--- src/hw/core_pkg.sv ---
package core_pkg;

    ////////////////////////////////////////
    // Core word sizes
    ////////////////////////////////////////

    // Register and address width of the RV32 core
    localparam int unsigned XLEN = 32;

    // Instruction length in bytes, no compressed support
    localparam int unsigned INSN_BYTES = 4;

    ////////////////////////////////////////
    // Core-side types
    ////////////////////////////////////////

    // Byte address of an instruction
    typedef logic [XLEN-1:0] addr_t;

    // Raw 32 bit instruction word as handed to decode
    typedef logic [8*INSN_BYTES-1:0] insn_t;

endpackage : core_pkg

--- src/hw/obi_pkg.sv ---
package obi_pkg;

    ////////////////////////////////////////
    // OBI instruction bus widths
    ////////////////////////////////////////

    localparam int unsigned OBI_AW = 32;
    localparam int unsigned OBI_DW = 32;

    // Bus address and read data
    typedef logic [OBI_AW-1:0] obi_addr_t;
    typedef logic [OBI_DW-1:0] obi_data_t;

    ////////////////////////////////////////
    // Fetch manager state
    ////////////////////////////////////////

    // IDLE        nothing on the bus
    // WAIT_GNT    req raised, address held until gnt
    // WAIT_RVALID request accepted, waiting for its response
    typedef enum logic [1:0] {
        IDLE,
        WAIT_GNT,
        WAIT_RVALID
    } fetch_state_t;

endpackage : obi_pkg

--- src/hw/obi_if.sv ---
interface obi_if;

    import obi_pkg::*;

    // Address phase
    logic      req;
    logic      gnt;
    obi_addr_t addr;

    // Response phase
    logic      rvalid;
    logic      rready;
    obi_data_t rdata;

    // Fetch side, issues reads only
    modport manager (
        output req,
        output addr,
        output rready,
        input  gnt,
        input  rvalid,
        input  rdata
    );

    // Memory side
    modport subordinate (
        input  req,
        input  addr,
        input  rready,
        output gnt,
        output rvalid,
        output rdata
    );

endinterface : obi_if

--- src/hw/fetch_top.sv ---
module fetch_top #(
    parameter core_pkg::addr_t BOOT_ADDR = 32'h0000_0080
) (
    input  logic              clk_i,
    input  logic              rst_n_i,
    input  logic              stall_if_i,
    // Redirects
    input  logic              trap_id_i,
    input  logic              trap_ex_i,
    input  logic              mret_i,
    input  logic              branch_taken_ex_i,
    input  logic              jump_id_i,
    input  core_pkg::addr_t   mtvec_i,
    input  core_pkg::addr_t   mepc_i,
    input  core_pkg::addr_t   branch_target_ex_i,
    input  core_pkg::addr_t   jump_target_id_i,
    // OBI instruction port, read only
    output logic              insn_obi_req_o,
    input  logic              insn_obi_gnt_i,
    output obi_pkg::obi_addr_t insn_obi_addr_o,
    input  logic              insn_obi_rvalid_i,
    output logic              insn_obi_rready_o,
    input  obi_pkg::obi_data_t insn_obi_rdata_i,
    // To decode
    output core_pkg::addr_t   pc_if_o,
    output core_pkg::insn_t   instr_if_o,
    output logic              valid_if_o
);

    obi_if insn_bus ();

    // Memory side of the bus comes from the pins
    assign insn_bus.gnt    = insn_obi_gnt_i;
    assign insn_bus.rvalid = insn_obi_rvalid_i;
    assign insn_bus.rdata  = insn_obi_rdata_i;

    // Fetch side goes back out
    assign insn_obi_req_o    = insn_bus.req;
    assign insn_obi_addr_o   = insn_bus.addr;
    assign insn_obi_rready_o = insn_bus.rready;

    if_stage #(
        .BOOT_ADDR ( BOOT_ADDR )
    ) if_stage_i (
        .clk_i              ( clk_i              ),
        .rst_n_i            ( rst_n_i            ),
        .stall_if_i         ( stall_if_i         ),
        .trap_id_i          ( trap_id_i          ),
        .trap_ex_i          ( trap_ex_i          ),
        .mret_i             ( mret_i             ),
        .branch_taken_ex_i  ( branch_taken_ex_i  ),
        .jump_id_i          ( jump_id_i          ),
        .mtvec_i            ( mtvec_i            ),
        .mepc_i             ( mepc_i             ),
        .branch_target_ex_i ( branch_target_ex_i ),
        .jump_target_id_i   ( jump_target_id_i   ),
        .bus                ( insn_bus.manager   ),
        .pc_if_o            ( pc_if_o            ),
        .instr_if_o         ( instr_if_o         ),
        .valid_if_o         ( valid_if_o         )
    );

endmodule : fetch_top

--- src/hw/if_stage.sv ---
module if_stage #(
    parameter core_pkg::addr_t BOOT_ADDR = 32'h0000_0080
) (
    input  logic            clk_i,
    input  logic            rst_n_i,
    input  logic            stall_if_i,
    // Redirect strobes and their targets
    input  logic            trap_id_i,
    input  logic            trap_ex_i,
    input  logic            mret_i,
    input  logic            branch_taken_ex_i,
    input  logic            jump_id_i,
    input  core_pkg::addr_t mtvec_i,
    input  core_pkg::addr_t mepc_i,
    input  core_pkg::addr_t branch_target_ex_i,
    input  core_pkg::addr_t jump_target_id_i,
    // Instruction bus
    obi_if.manager          bus,
    // To decode
    output core_pkg::addr_t pc_if_o,
    output core_pkg::insn_t instr_if_o,
    output logic            valid_if_o
);

    import core_pkg::*;

    addr_t pc_q;
    addr_t next_pc;
    addr_t redirect_target;
    addr_t resp_addr;
    insn_t resp_insn;
    logic  redirect;
    logic  grant_taken;
    logic  resp_valid;

    // Fetch starts on a word boundary
    if (BOOT_ADDR[1:0] != 2'b00) begin : g_boot_align
        $error("BOOT_ADDR must be word aligned");
    end

    ////////////////////////////////////////
    // Fetch PC
    ////////////////////////////////////////

    // Redirect wins over a grant in the same cycle
    always_ff @(posedge clk_i or negedge rst_n_i) begin
        if (!rst_n_i) begin
            pc_q <= BOOT_ADDR;
        end else if (redirect) begin
            pc_q <= redirect_target;
        end else if (grant_taken) begin
            pc_q <= next_pc;
        end
    end

    pc_controller pc_ctrl_i (
        .clk_i              ( clk_i              ),
        .rst_n_i            ( rst_n_i            ),
        .cur_pc_i           ( pc_q               ),
        .trap_id_i          ( trap_id_i          ),
        .trap_ex_i          ( trap_ex_i          ),
        .mret_i             ( mret_i             ),
        .branch_taken_ex_i  ( branch_taken_ex_i  ),
        .jump_id_i          ( jump_id_i          ),
        .mtvec_i            ( mtvec_i            ),
        .mepc_i             ( mepc_i             ),
        .branch_target_ex_i ( branch_target_ex_i ),
        .jump_target_id_i   ( jump_target_id_i   ),
        .grant_taken_i      ( grant_taken        ),
        .next_pc_o          ( next_pc            ),
        .redirect_o         ( redirect           ),
        .redirect_target_o  ( redirect_target    )
    );

    obi_fetch obi_fetch_i (
        .clk_i         ( clk_i       ),
        .rst_n_i       ( rst_n_i     ),
        .fetch_addr_i  ( pc_q        ),
        .stall_i       ( stall_if_i  ),
        .flush_i       ( redirect    ),
        .bus           ( bus         ),
        .grant_taken_o ( grant_taken ),
        .resp_valid_o  ( resp_valid  ),
        .resp_insn_o   ( resp_insn   ),
        .resp_addr_o   ( resp_addr   )
    );

    ////////////////////////////////////////
    // Decode output
    ////////////////////////////////////////

    // One cycle strobe, the cycle after rvalid
    always_ff @(posedge clk_i or negedge rst_n_i) begin
        if (!rst_n_i) begin
            valid_if_o <= 1'b0;
        end else begin
            valid_if_o <= resp_valid;
        end
    end

    // Payload that goes with the strobe
    always_ff @(posedge clk_i) begin
        if (resp_valid) begin
            pc_if_o    <= resp_addr;
            instr_if_o <= resp_insn;
        end
    end

endmodule : if_stage

--- src/hw/obi_fetch.sv ---
module obi_fetch (
    input  logic            clk_i,
    input  logic            rst_n_i,
    // Address of the next instruction to fetch
    input  core_pkg::addr_t fetch_addr_i,
    input  logic            stall_i,
    // Redirect, kills everything already on the bus
    input  logic            flush_i,
    obi_if.manager          bus,
    output logic            grant_taken_o,
    output logic            resp_valid_o,
    output core_pkg::insn_t resp_insn_o,
    output core_pkg::addr_t resp_addr_o
);

    import obi_pkg::*;

    fetch_state_t state_q;
    fetch_state_t state_d;
    obi_addr_t    addr_q;
    logic         kill_q;
    logic         issue;
    logic         granted;
    logic         resp_seen;

    ////////////////////////////////////////
    // Handshake events
    ////////////////////////////////////////

    // No new request in a flush cycle, the PC is about to change
    assign issue     = (state_q == IDLE) && !stall_i && !flush_i;
    assign granted   = (state_q == WAIT_GNT) && bus.gnt;
    assign resp_seen = (state_q == WAIT_RVALID) && bus.rvalid;

    // One outstanding read at most
    always_comb begin
        state_d = state_q;
        case (state_q)
            IDLE: begin
                if (issue) begin
                    state_d = WAIT_GNT;
                end
            end
            WAIT_GNT: begin
                // Req stays up until gnt, even under stall or flush
                if (bus.gnt) begin
                    state_d = WAIT_RVALID;
                end
            end
            WAIT_RVALID: begin
                if (bus.rvalid) begin
                    state_d = IDLE;
                end
            end
            default: begin
                state_d = IDLE;
            end
        endcase
    end

    always_ff @(posedge clk_i or negedge rst_n_i) begin
        if (!rst_n_i) begin
            state_q <= IDLE;
        end else begin
            state_q <= state_d;
        end
    end

    // Address captured at issue and held through the transaction
    always_ff @(posedge clk_i) begin
        if (issue) begin
            addr_q <= fetch_addr_i;
        end
    end

    ////////////////////////////////////////
    // Flush tracking
    ////////////////////////////////////////

    // Marks a request that is waiting for gnt or already granted
    // Cleared once its response has been swallowed
    always_ff @(posedge clk_i or negedge rst_n_i) begin
        if (!rst_n_i) begin
            kill_q <= 1'b0;
        end else if (resp_seen) begin
            kill_q <= 1'b0;
        end else if (flush_i && (state_q != IDLE)) begin
            kill_q <= 1'b1;
        end
    end

    ////////////////////////////////////////
    // Bus and core outputs
    ////////////////////////////////////////

    assign bus.req    = (state_q == WAIT_GNT);
    assign bus.addr   = addr_q;
    // Responses are never back-pressured
    assign bus.rready = 1'b1;

    // Only grants of live requests move the PC
    assign grant_taken_o = granted && !kill_q && !flush_i;

    // Killed responses are consumed without a strobe
    assign resp_valid_o = resp_seen && !kill_q && !flush_i;
    assign resp_insn_o  = bus.rdata;
    assign resp_addr_o  = addr_q;

endmodule : obi_fetch

--- src/hw/pc_controller.sv ---
module pc_controller (
    input  logic            clk_i,
    input  logic            rst_n_i,
    input  core_pkg::addr_t cur_pc_i,
    // Redirect strobes, one cycle each
    input  logic            trap_id_i,
    input  logic            trap_ex_i,
    input  logic            mret_i,
    input  logic            branch_taken_ex_i,
    input  logic            jump_id_i,
    // Targets, valid with their strobe
    input  core_pkg::addr_t mtvec_i,
    input  core_pkg::addr_t mepc_i,
    input  core_pkg::addr_t branch_target_ex_i,
    input  core_pkg::addr_t jump_target_id_i,
    // A live request was accepted by the bus
    input  logic            grant_taken_i,
    output core_pkg::addr_t next_pc_o,
    output logic            redirect_o,
    output core_pkg::addr_t redirect_target_o
);

    import core_pkg::*;

    addr_t sel_target;
    addr_t pend_target_q;
    addr_t seq_base;
    logic  redirect_pending_q;

    ////////////////////////////////////////
    // Redirect priority
    ////////////////////////////////////////

    // Trap beats mret, mret beats branch, branch beats jump
    always_comb begin
        sel_target = jump_target_id_i;
        if (trap_id_i || trap_ex_i) begin
            sel_target = mtvec_i;
        end else if (mret_i) begin
            sel_target = mepc_i;
        end else if (branch_taken_ex_i) begin
            sel_target = branch_target_ex_i;
        end
    end

    assign redirect_o = trap_id_i | trap_ex_i | mret_i | branch_taken_ex_i | jump_id_i;

    // Targets are forced to word alignment
    assign redirect_target_o = {sel_target[XLEN-1:2], 2'b00};

    ////////////////////////////////////////
    // Pending redirect
    ////////////////////////////////////////

    // Set by a redirect, consumed by the first live grant after it
    // A newer redirect simply overwrites the held target
    always_ff @(posedge clk_i or negedge rst_n_i) begin
        if (!rst_n_i) begin
            redirect_pending_q <= 1'b0;
        end else if (redirect_o) begin
            redirect_pending_q <= 1'b1;
        end else if (grant_taken_i) begin
            redirect_pending_q <= 1'b0;
        end
    end

    always_ff @(posedge clk_i) begin
        if (redirect_o) begin
            pend_target_q <= redirect_target_o;
        end
    end

    // Sequential successor of whatever address the grant took
    assign seq_base  = redirect_pending_q ? pend_target_q : cur_pc_i;
    assign next_pc_o = seq_base + addr_t'(INSN_BYTES);

endmodule : pc_controller

--- config.mk ---
export PLATFORM = sky130hd
export DESIGN_NAME = fetch_top
export DESIGN_NICKNAME = d
export VERILOG_FILES = /design/src/hw/core_pkg.sv /design/src/hw/obi_pkg.sv /design/src/hw/obi_if.sv /design/src/hw/fetch_top.sv /design/src/hw/if_stage.sv /design/src/hw/obi_fetch.sv /design/src/hw/pc_controller.sv
export SDC_FILE = /design/constraint.sdc
export NUM_CORES = 1
export LEC_CHECK = 0
export ABC_AREA = 0
export BUFFER_PORTS_ARGS = -buffer_cell sky130_fd_sc_hd__buf_2
export CORE_MARGIN = 1.5
export CORE_UTILIZATION = 46
export CTS_BUF_LIST = sky130_fd_sc_hd__clkbuf_4
export DETAILED_ROUTE_END_ITERATION = 6
export GPL_TIMING_DRIVEN = 1
export PLACE_DENSITY = 0.9
export SETUP_SLACK_MARGIN = 0.4
export SLEW_MARGIN = 20
export SYNTH_ARGS = -nofsm -noshare
export SYNTH_HDL_FRONTEND = slang
export SYNTH_SLANG_ARGS = --single-unit
--- constraint.sdc ---
create_clock -name clk_i -period 7.57 [get_ports clk_i]
set_input_delay 0.3785 -clock clk_i [delete_from_list [all_inputs] [get_ports clk_i]]
set_output_delay 0.3785 -clock clk_i [all_outputs]
set_load 0.1 [all_outputs]
## Word-level counts from Yosys, hierarchy flattened

Index checks and enable logic that the tools add are counted.

| storage, ports and cells | value |
|---|---|
| input bits | 170 |
| flip-flop bits (word level) | 163 |
| output and inout port bits | 99 |
| logic and storage cells | 51 |

| cells by class | value |
|---|---|
| bitwise operators | 4 |
| reductions and logical operators | 18 |
| $add $sub $neg | 1 |
| mux-type cells | 14 |
| equal/unequal tests | 5 |

Operators by type and width:

| kind | number |
|---|---|
| two-way mux 32 bit | 6 |
| adder 32 x 3 -> 32 bit, second input constant | 1 |
| logical AND 1 bit | 9 |
| two-way mux 2 bit | 3 |
| case mux 2 bit (3 select lines) | 1 |
| nonzero test 2 bit | 3 |
| two-way mux 1 bit | 4 |
| inequality test 2 bit, second input constant | 2 |
| bitwise OR 1 bit | 4 |
| logical NOT 1 bit | 3 |
| AND reduction 3 bit | 1 |
| == test 2 x 1 -> 1 bit, second input constant | 1 |
| == test 2 bit, second input constant | 1 |
| logical NOT 2 bit | 1 |
| inequality test 2 x 1 -> 1 bit, second input constant | 1 |
| logical OR 1 bit | 1 |

## Logic depth before layout (Yosys ltp)

| logic depth | value |
|---|---|
| depth after elaboration | 8 |
| mapped depth | 13 |
| mapped depth without buffers | 8 |

## Modules after synthesis

A second synthesis with hierarchy kept.

| unflattened totals | value |
|---|---|
| cells, all modules | 692 |
| area total of the unflattened synthesis | 8166.6 µm² |

Modules (own cells, without submodules):

| module | cells each | instances | area an instance (µm²) | sequential area each (µm²) |
|---|---|---|---|---|
| if_stage | 204 | 1 | 3463.3 | 2748.9 |
| pc_controller | 373 | 1 | 3094.2 | 925.9 |
| obi_fetch | 115 | 1 | 1609.0 | 1036.0 |

## Worst setup path before layout

OpenSTA, ideal clock, no wires.

| timing | value |
|---|---|
| kind | in2reg |
| start | input trap_ex_i |
| end | register if_stage_i.valid_if_o |
| data required time | 6841 ps |
| path buffers | 3 |
| stages | 7 |
| setup slack | -1362 ps |
| arrival time | 8203 ps |
| setup time | 729 ps |
| cell sequence | or2_1 clkbuf_1 nor4_2 inv_2 clkbuf_1 clkbuf_1 nor4_1 |

| on the way | value |
|---|---|
| cells in the longest elaborated chain, start to end | 6 |

RTL lines:

| what | RTL line | RTL |
|---|---|---|
| start, declared | fetch_top.sv:9 | `input logic trap_ex_i,` |
| bitwise OR 1 bit (4 in a row) | pc_controller.sv:46 | `assign redirect_o = trap_id_i \| trap_ex_i \| mret_i \| branch_taken_ex_i \| jump_id_i;` |
| net if_stage_i.obi_fetch_i.flush_i | obi_fetch.sv:8 | `input logic flush_i,` |
| logical NOT 1 bit | obi_fetch.sv:105 | `assign resp_valid_o = resp_seen && !kill_q && !flush_i;` |
| logical AND 1 bit | obi_fetch.sv:105 |  |
| net if_stage_i.obi_fetch_i.resp_valid_o | obi_fetch.sv:11 | `output logic resp_valid_o,` |
| end signal, assigned | if_stage.sv:97 | `valid_if_o <= resp_valid;` |
| end, declared | if_stage.sv:22 | `output logic valid_if_o` |

The timed path passes the listed nets, and every way through them passes these cells.
A chain may end at the register's enable or synchronous reset.

## Worst setup path after layout

| timing | value |
|---|---|
| start | register if_stage_i.obi_fetch_i.state_q[0] |
| end | register if_stage_i.pc_q[23] |

| on the way | value |
|---|---|
| cells in the longest elaborated chain, start to end | 5 |

RTL lines:

| what | RTL line | RTL |
|---|---|---|
| start, declared | obi_fetch.sv:18 | `fetch_state_t state_q;` |
| start signal, assigned | obi_fetch.sv:65 | `state_q <= state_d;` |
| == test 2 x 1 -> 1 bit | obi_fetch.sv:32 | `assign granted = (state_q == WAIT_GNT) && bus.gnt;` |
| logical AND 1 bit | obi_fetch.sv:32 |  |
| logical AND 1 bit (2 in a row) | obi_fetch.sv:102 | `assign grant_taken_o = granted && !kill_q && !flush_i;` |
| nonzero test 2 bit (no line) | - |  |
| end signal, assigned | if_stage.sv:50 | `pc_q <= redirect_target;` |
| end signal, assigned | if_stage.sv:52 | `pc_q <= next_pc;` |
| end, declared | if_stage.sv:27 | `addr_t pc_q;` |

Every way passes these cells.

==> run metrics <==
setup TNS=0 ns; Mapped Cells=between 600 and 700; Tmin final=around 3.2 ns; Post-CTS Setup Inserts=0; Fmax=approximately 0.31 GHz; Post-synth EDFFs=~120; Die X=130 µm; Syn Area/Cell=about 11 µm²; # rows=46; xor/xnor share of the synthesized area=approximately 2.4%; post-DP HPWL=approximately 13000 µm; clk_skew=0.0236 ns; Area Overhead vs Synth=28.6%; detailed-route via count=between 5000 and 6000; initial antenna violation count=0; CTS root buf=clkbuf_4; Die H=130 µm; #FFs+latches synth=~160; Seq/Total Area, Yosys=61.6%; number of cells on the worst hold path=3; Rel. slew slack=between 30% and 40%; WL final=approximately 18000 µm; post_cts resized=0; maximum VDD drop=roughly 0.11 mV; Max Transition Viols Final=0; DRT iter0 DRCs=between 500 and 600; Leak Pwr=approximately 4.2 nW; type of the worst min-delay path=in2reg; status=finished, final reports clean; worst skew pair latency=0.55 ns; Worst Max-Slew Pin Slew=approximately 1.0 ns; Netlist cell types=slightly above 60; Ports=between 200 and 300; Max Cap Viol=0; Compound-Gate Fraction of Synth Area=around a tenth; WP data required=8.01 ns; endpoints failing setup=0; ys flop type=edfxtp_1; DR DRC count=0; period utilization=between 40% and 50%; fill count=between 1000 and 1500; worst r2r path cells=6; multiplexer share of the synthesized area=approximately 7.5%; H-tree levels=4; post-route core utilization=between 60% and 70%; post-route ant nets=0; share of layout cells above drive strength 1=33.2%; Initial Util=around 47%; DRT Pass-1 Iters=6; flop2flop setup slack=about 4.4 ns; placed cell count=approximately 1100; clk slew on worst S/H paths=roughly 0.13 ns; Finished Layout Cells=1150; Port Buf Inserts=between 200 and 300; post-synthesis adder-cell area fraction=less than 1%; DR vias/cell=5.16; Placer Congestion=0.852; pwr/cell area=approximately 180 mW/mm²; worst-case clock buffer depth=2; total CTS buffers=17; CTS tree=built; largest net degree at the start of global routing=73; largest family of logic cells by synthesized area=simple AND/OR/NAND/NOR gates; Hold Vio Cnt, Final=0; worst endpoint data arrival time=approximately 3.6 ns; CTS sink cnt=between 150 and 200; Post-Syn Area=0.00738 mm²; synth warn=0; CP Capture Type=flip-flop; Synth Area in Simple Gates=roughly 15%; core area=0.0158 mm²; Overflow after GRT=0; asr flop ratio synth=roughly 22%; DIE AREA=between 0.015 and 0.02 mm²; layout net count=1091; crit path launch type=flip-flop; number of global-route vias before repair=5384; CP Class=reg2reg; WL per Instance=approximately 15 µm; crit-path max FO=21; global-route total usage across every layer=between 20% and 30%; first-pass GRT wire length=26800 µm; RSZ-0062 raised after global routing=false
routing by layer:
| metal | track usage (%) | routed length [µm] | vias to the layer above |
|---|---|---|---|
| met5 | 0 | 0 | - |
| met4 | 5.88 | 220 | 0 |
| met3 | 4.05 | 1380 | 25 |
| met2 | 34.5 | 8490 | 326 |
| met1 | 27.8 | 7730 | 2684 |
| li1 | - | - | 2903 |
flip-flops by register name, summed over array words and instances, names as in the netlist:
name / flops
if_stage_i.obi_fetch_i.kill_q: 1
if_stage_i.obi_fetch_i.state_q: 2
if_stage_i.obi_fetch_i.bus.addr: 30
if_stage_i.pc_q: 30
if_stage_i.instr_if_o: 32
if_stage_i.valid_if_o: 1
if_stage_i.pc_ctrl_i.pend_target_q: 30
if_stage_i.pc_ctrl_i.redirect_pending_q: 1
if_stage_i.pc_if_o: 30
cell type report:
| class | instances | area [µm²] | area share (%) |
|---|---|---|---|
| Sequential cell | 157 | 4540 | 47.9 |
| Inverter | 3 | 11.3 | 0.119 |
| Timing Repair Buffer | 297 | 1670 | 17.6 |
| Clock buffer | 18 | 135 | 1.42 |
| Clock inverter | 14 | 168 | 1.77 |
| Multi-Input combinational cell | 444 | 2690 | 28.3 |
| Tap cell | 216 | 270 | 2.85 |
| Antenna cell | 1 | 2.50 | 0.0264 |
path summary, 6_finish.rpt:
kind                                                    startpoint                                 endpoint
worst max-delay path             if_stage_i.obi_fetch_i.state_q[0]                      if_stage_i.pc_q[23]
worst min register to register  if_stage_i.obi_fetch_i.bus.addr[3]                    if_stage_i.pc_if_o[3]
min in group asynchronous                                  rst_n_i                      if_stage_i.pc_q[31]
worst min-delay path                                    mtvec_i[7]                       if_stage_i.pc_q[7]
worst max register to register   if_stage_i.obi_fetch_i.state_q[0]                      if_stage_i.pc_q[23]
max in group asynchronous                                  rst_n_i  if_stage_i.pc_ctrl_i.redirect_pending_q
power breakdown:
| part | total (mW) | internal, mW | switching (mW) |
|---|---|---|---|
| clock | 0.529 | 0.234 | 0.295 |
| combinational | 0.206 | 0.0953 | 0.111 |
| sequential | 1.01 | 0.967 | 0.0395 |
| total | 1.74 | 1.30 | 0.445 |
worst max-delay path, stage by stage (launching register included):
cell	delay [ns]
dfrtp_1	0.48
nor2b_1	0.35
nand3b_1	0.73
nor2_1	1.08
nand3_1	0.14
mux2i_1	0.22
nor3_1	0.07
stage by stage:
step / hold slack, ns / worst slack [ns] / instance area [µm²] / power [mW]
6_report: 0.0745 / 4.39 / 9490 / 1.74
3_5_place_dp: 0.427 / 3.95 / 8850 / 1.22
3_3_place_gp: 0.426 / 4.03 / 8850 / 1.21
2_1_floorplan: 0.0829 / 1.36 / 7390 / 1.13
4_1_cts: 0.00338 / 4.41 / 9480 / 1.75
5_1_grt: 0.0675 / 4.13 / 9490 / 1.81
kinds of logic after synthesis:
family          count (synthesis)
flops                         157
xor+xnor                       20
mux                            55
compound gates                129
other cells                     2
simple gates                  234
fa+ha+maj                       1
buf+inv                        45
cells in the mapped netlist, drive strengths merged, types with 3 or more instances:
master  number  area [µm²]
o22ai        5        31.3
nand3b       8        60.1
a221oi       4        35.0
clkbuf      28         105
dfrtp       34         851
nor2        38         143
nor4         6        43.8
mux2i       52         521
nand3       17        85.1
nor3b        3        22.5
nand2b       3        18.8
xor2        16         140
or2          3        18.8
a211oi       3        22.5
o21ai       48         240
inv          3        11.3
xnor2        4        35.0
mux2         3        33.8
a21oi       41         205
nor2b        3        18.8
nand2      116         435
nand4b       7        76.3
buf         14        80.1
or3          8        50.1
nor3         6        30.0
nand4        8        56.3
a22o         3        26.3
edfxtp     122        3660
a31oi        4        25.0
a22oi        4        30.0
repair_timing:
action	CTS	global route
hold buffers	32	1
endpoints found under the hold margin	65	1
setup endpoints to repair	0	0
cells in the final DEF, fill, tap and decap left out, types with 4 or more instances in the layout:
cell type,Yosys,layout
xor2_1,16,16
dfrtp_1,34,33
nand4_1,7,7
or3_1,8,8
mux2i_1,52,52
nand2_1,116,116
conb_1,2,5
a31oi_1,4,4
xnor2_1,4,4
edfxtp_1,122,122
nand3b_1,8,8
buf_4,6,9
nor3_1,6,6
nand3_1,17,17
nor2_1,38,38
clkbuf_4,0,18
buf_2,4,255
o22ai_1,5,5
dlygate4sd3_1,0,33
a22oi_1,4,4
nand4b_1,6,6
o21ai_0,44,44
a221oi_1,4,4
o21ai_1,4,4
a21oi_1,41,41
No activity file was read; power rests on OpenSTA's default activity.
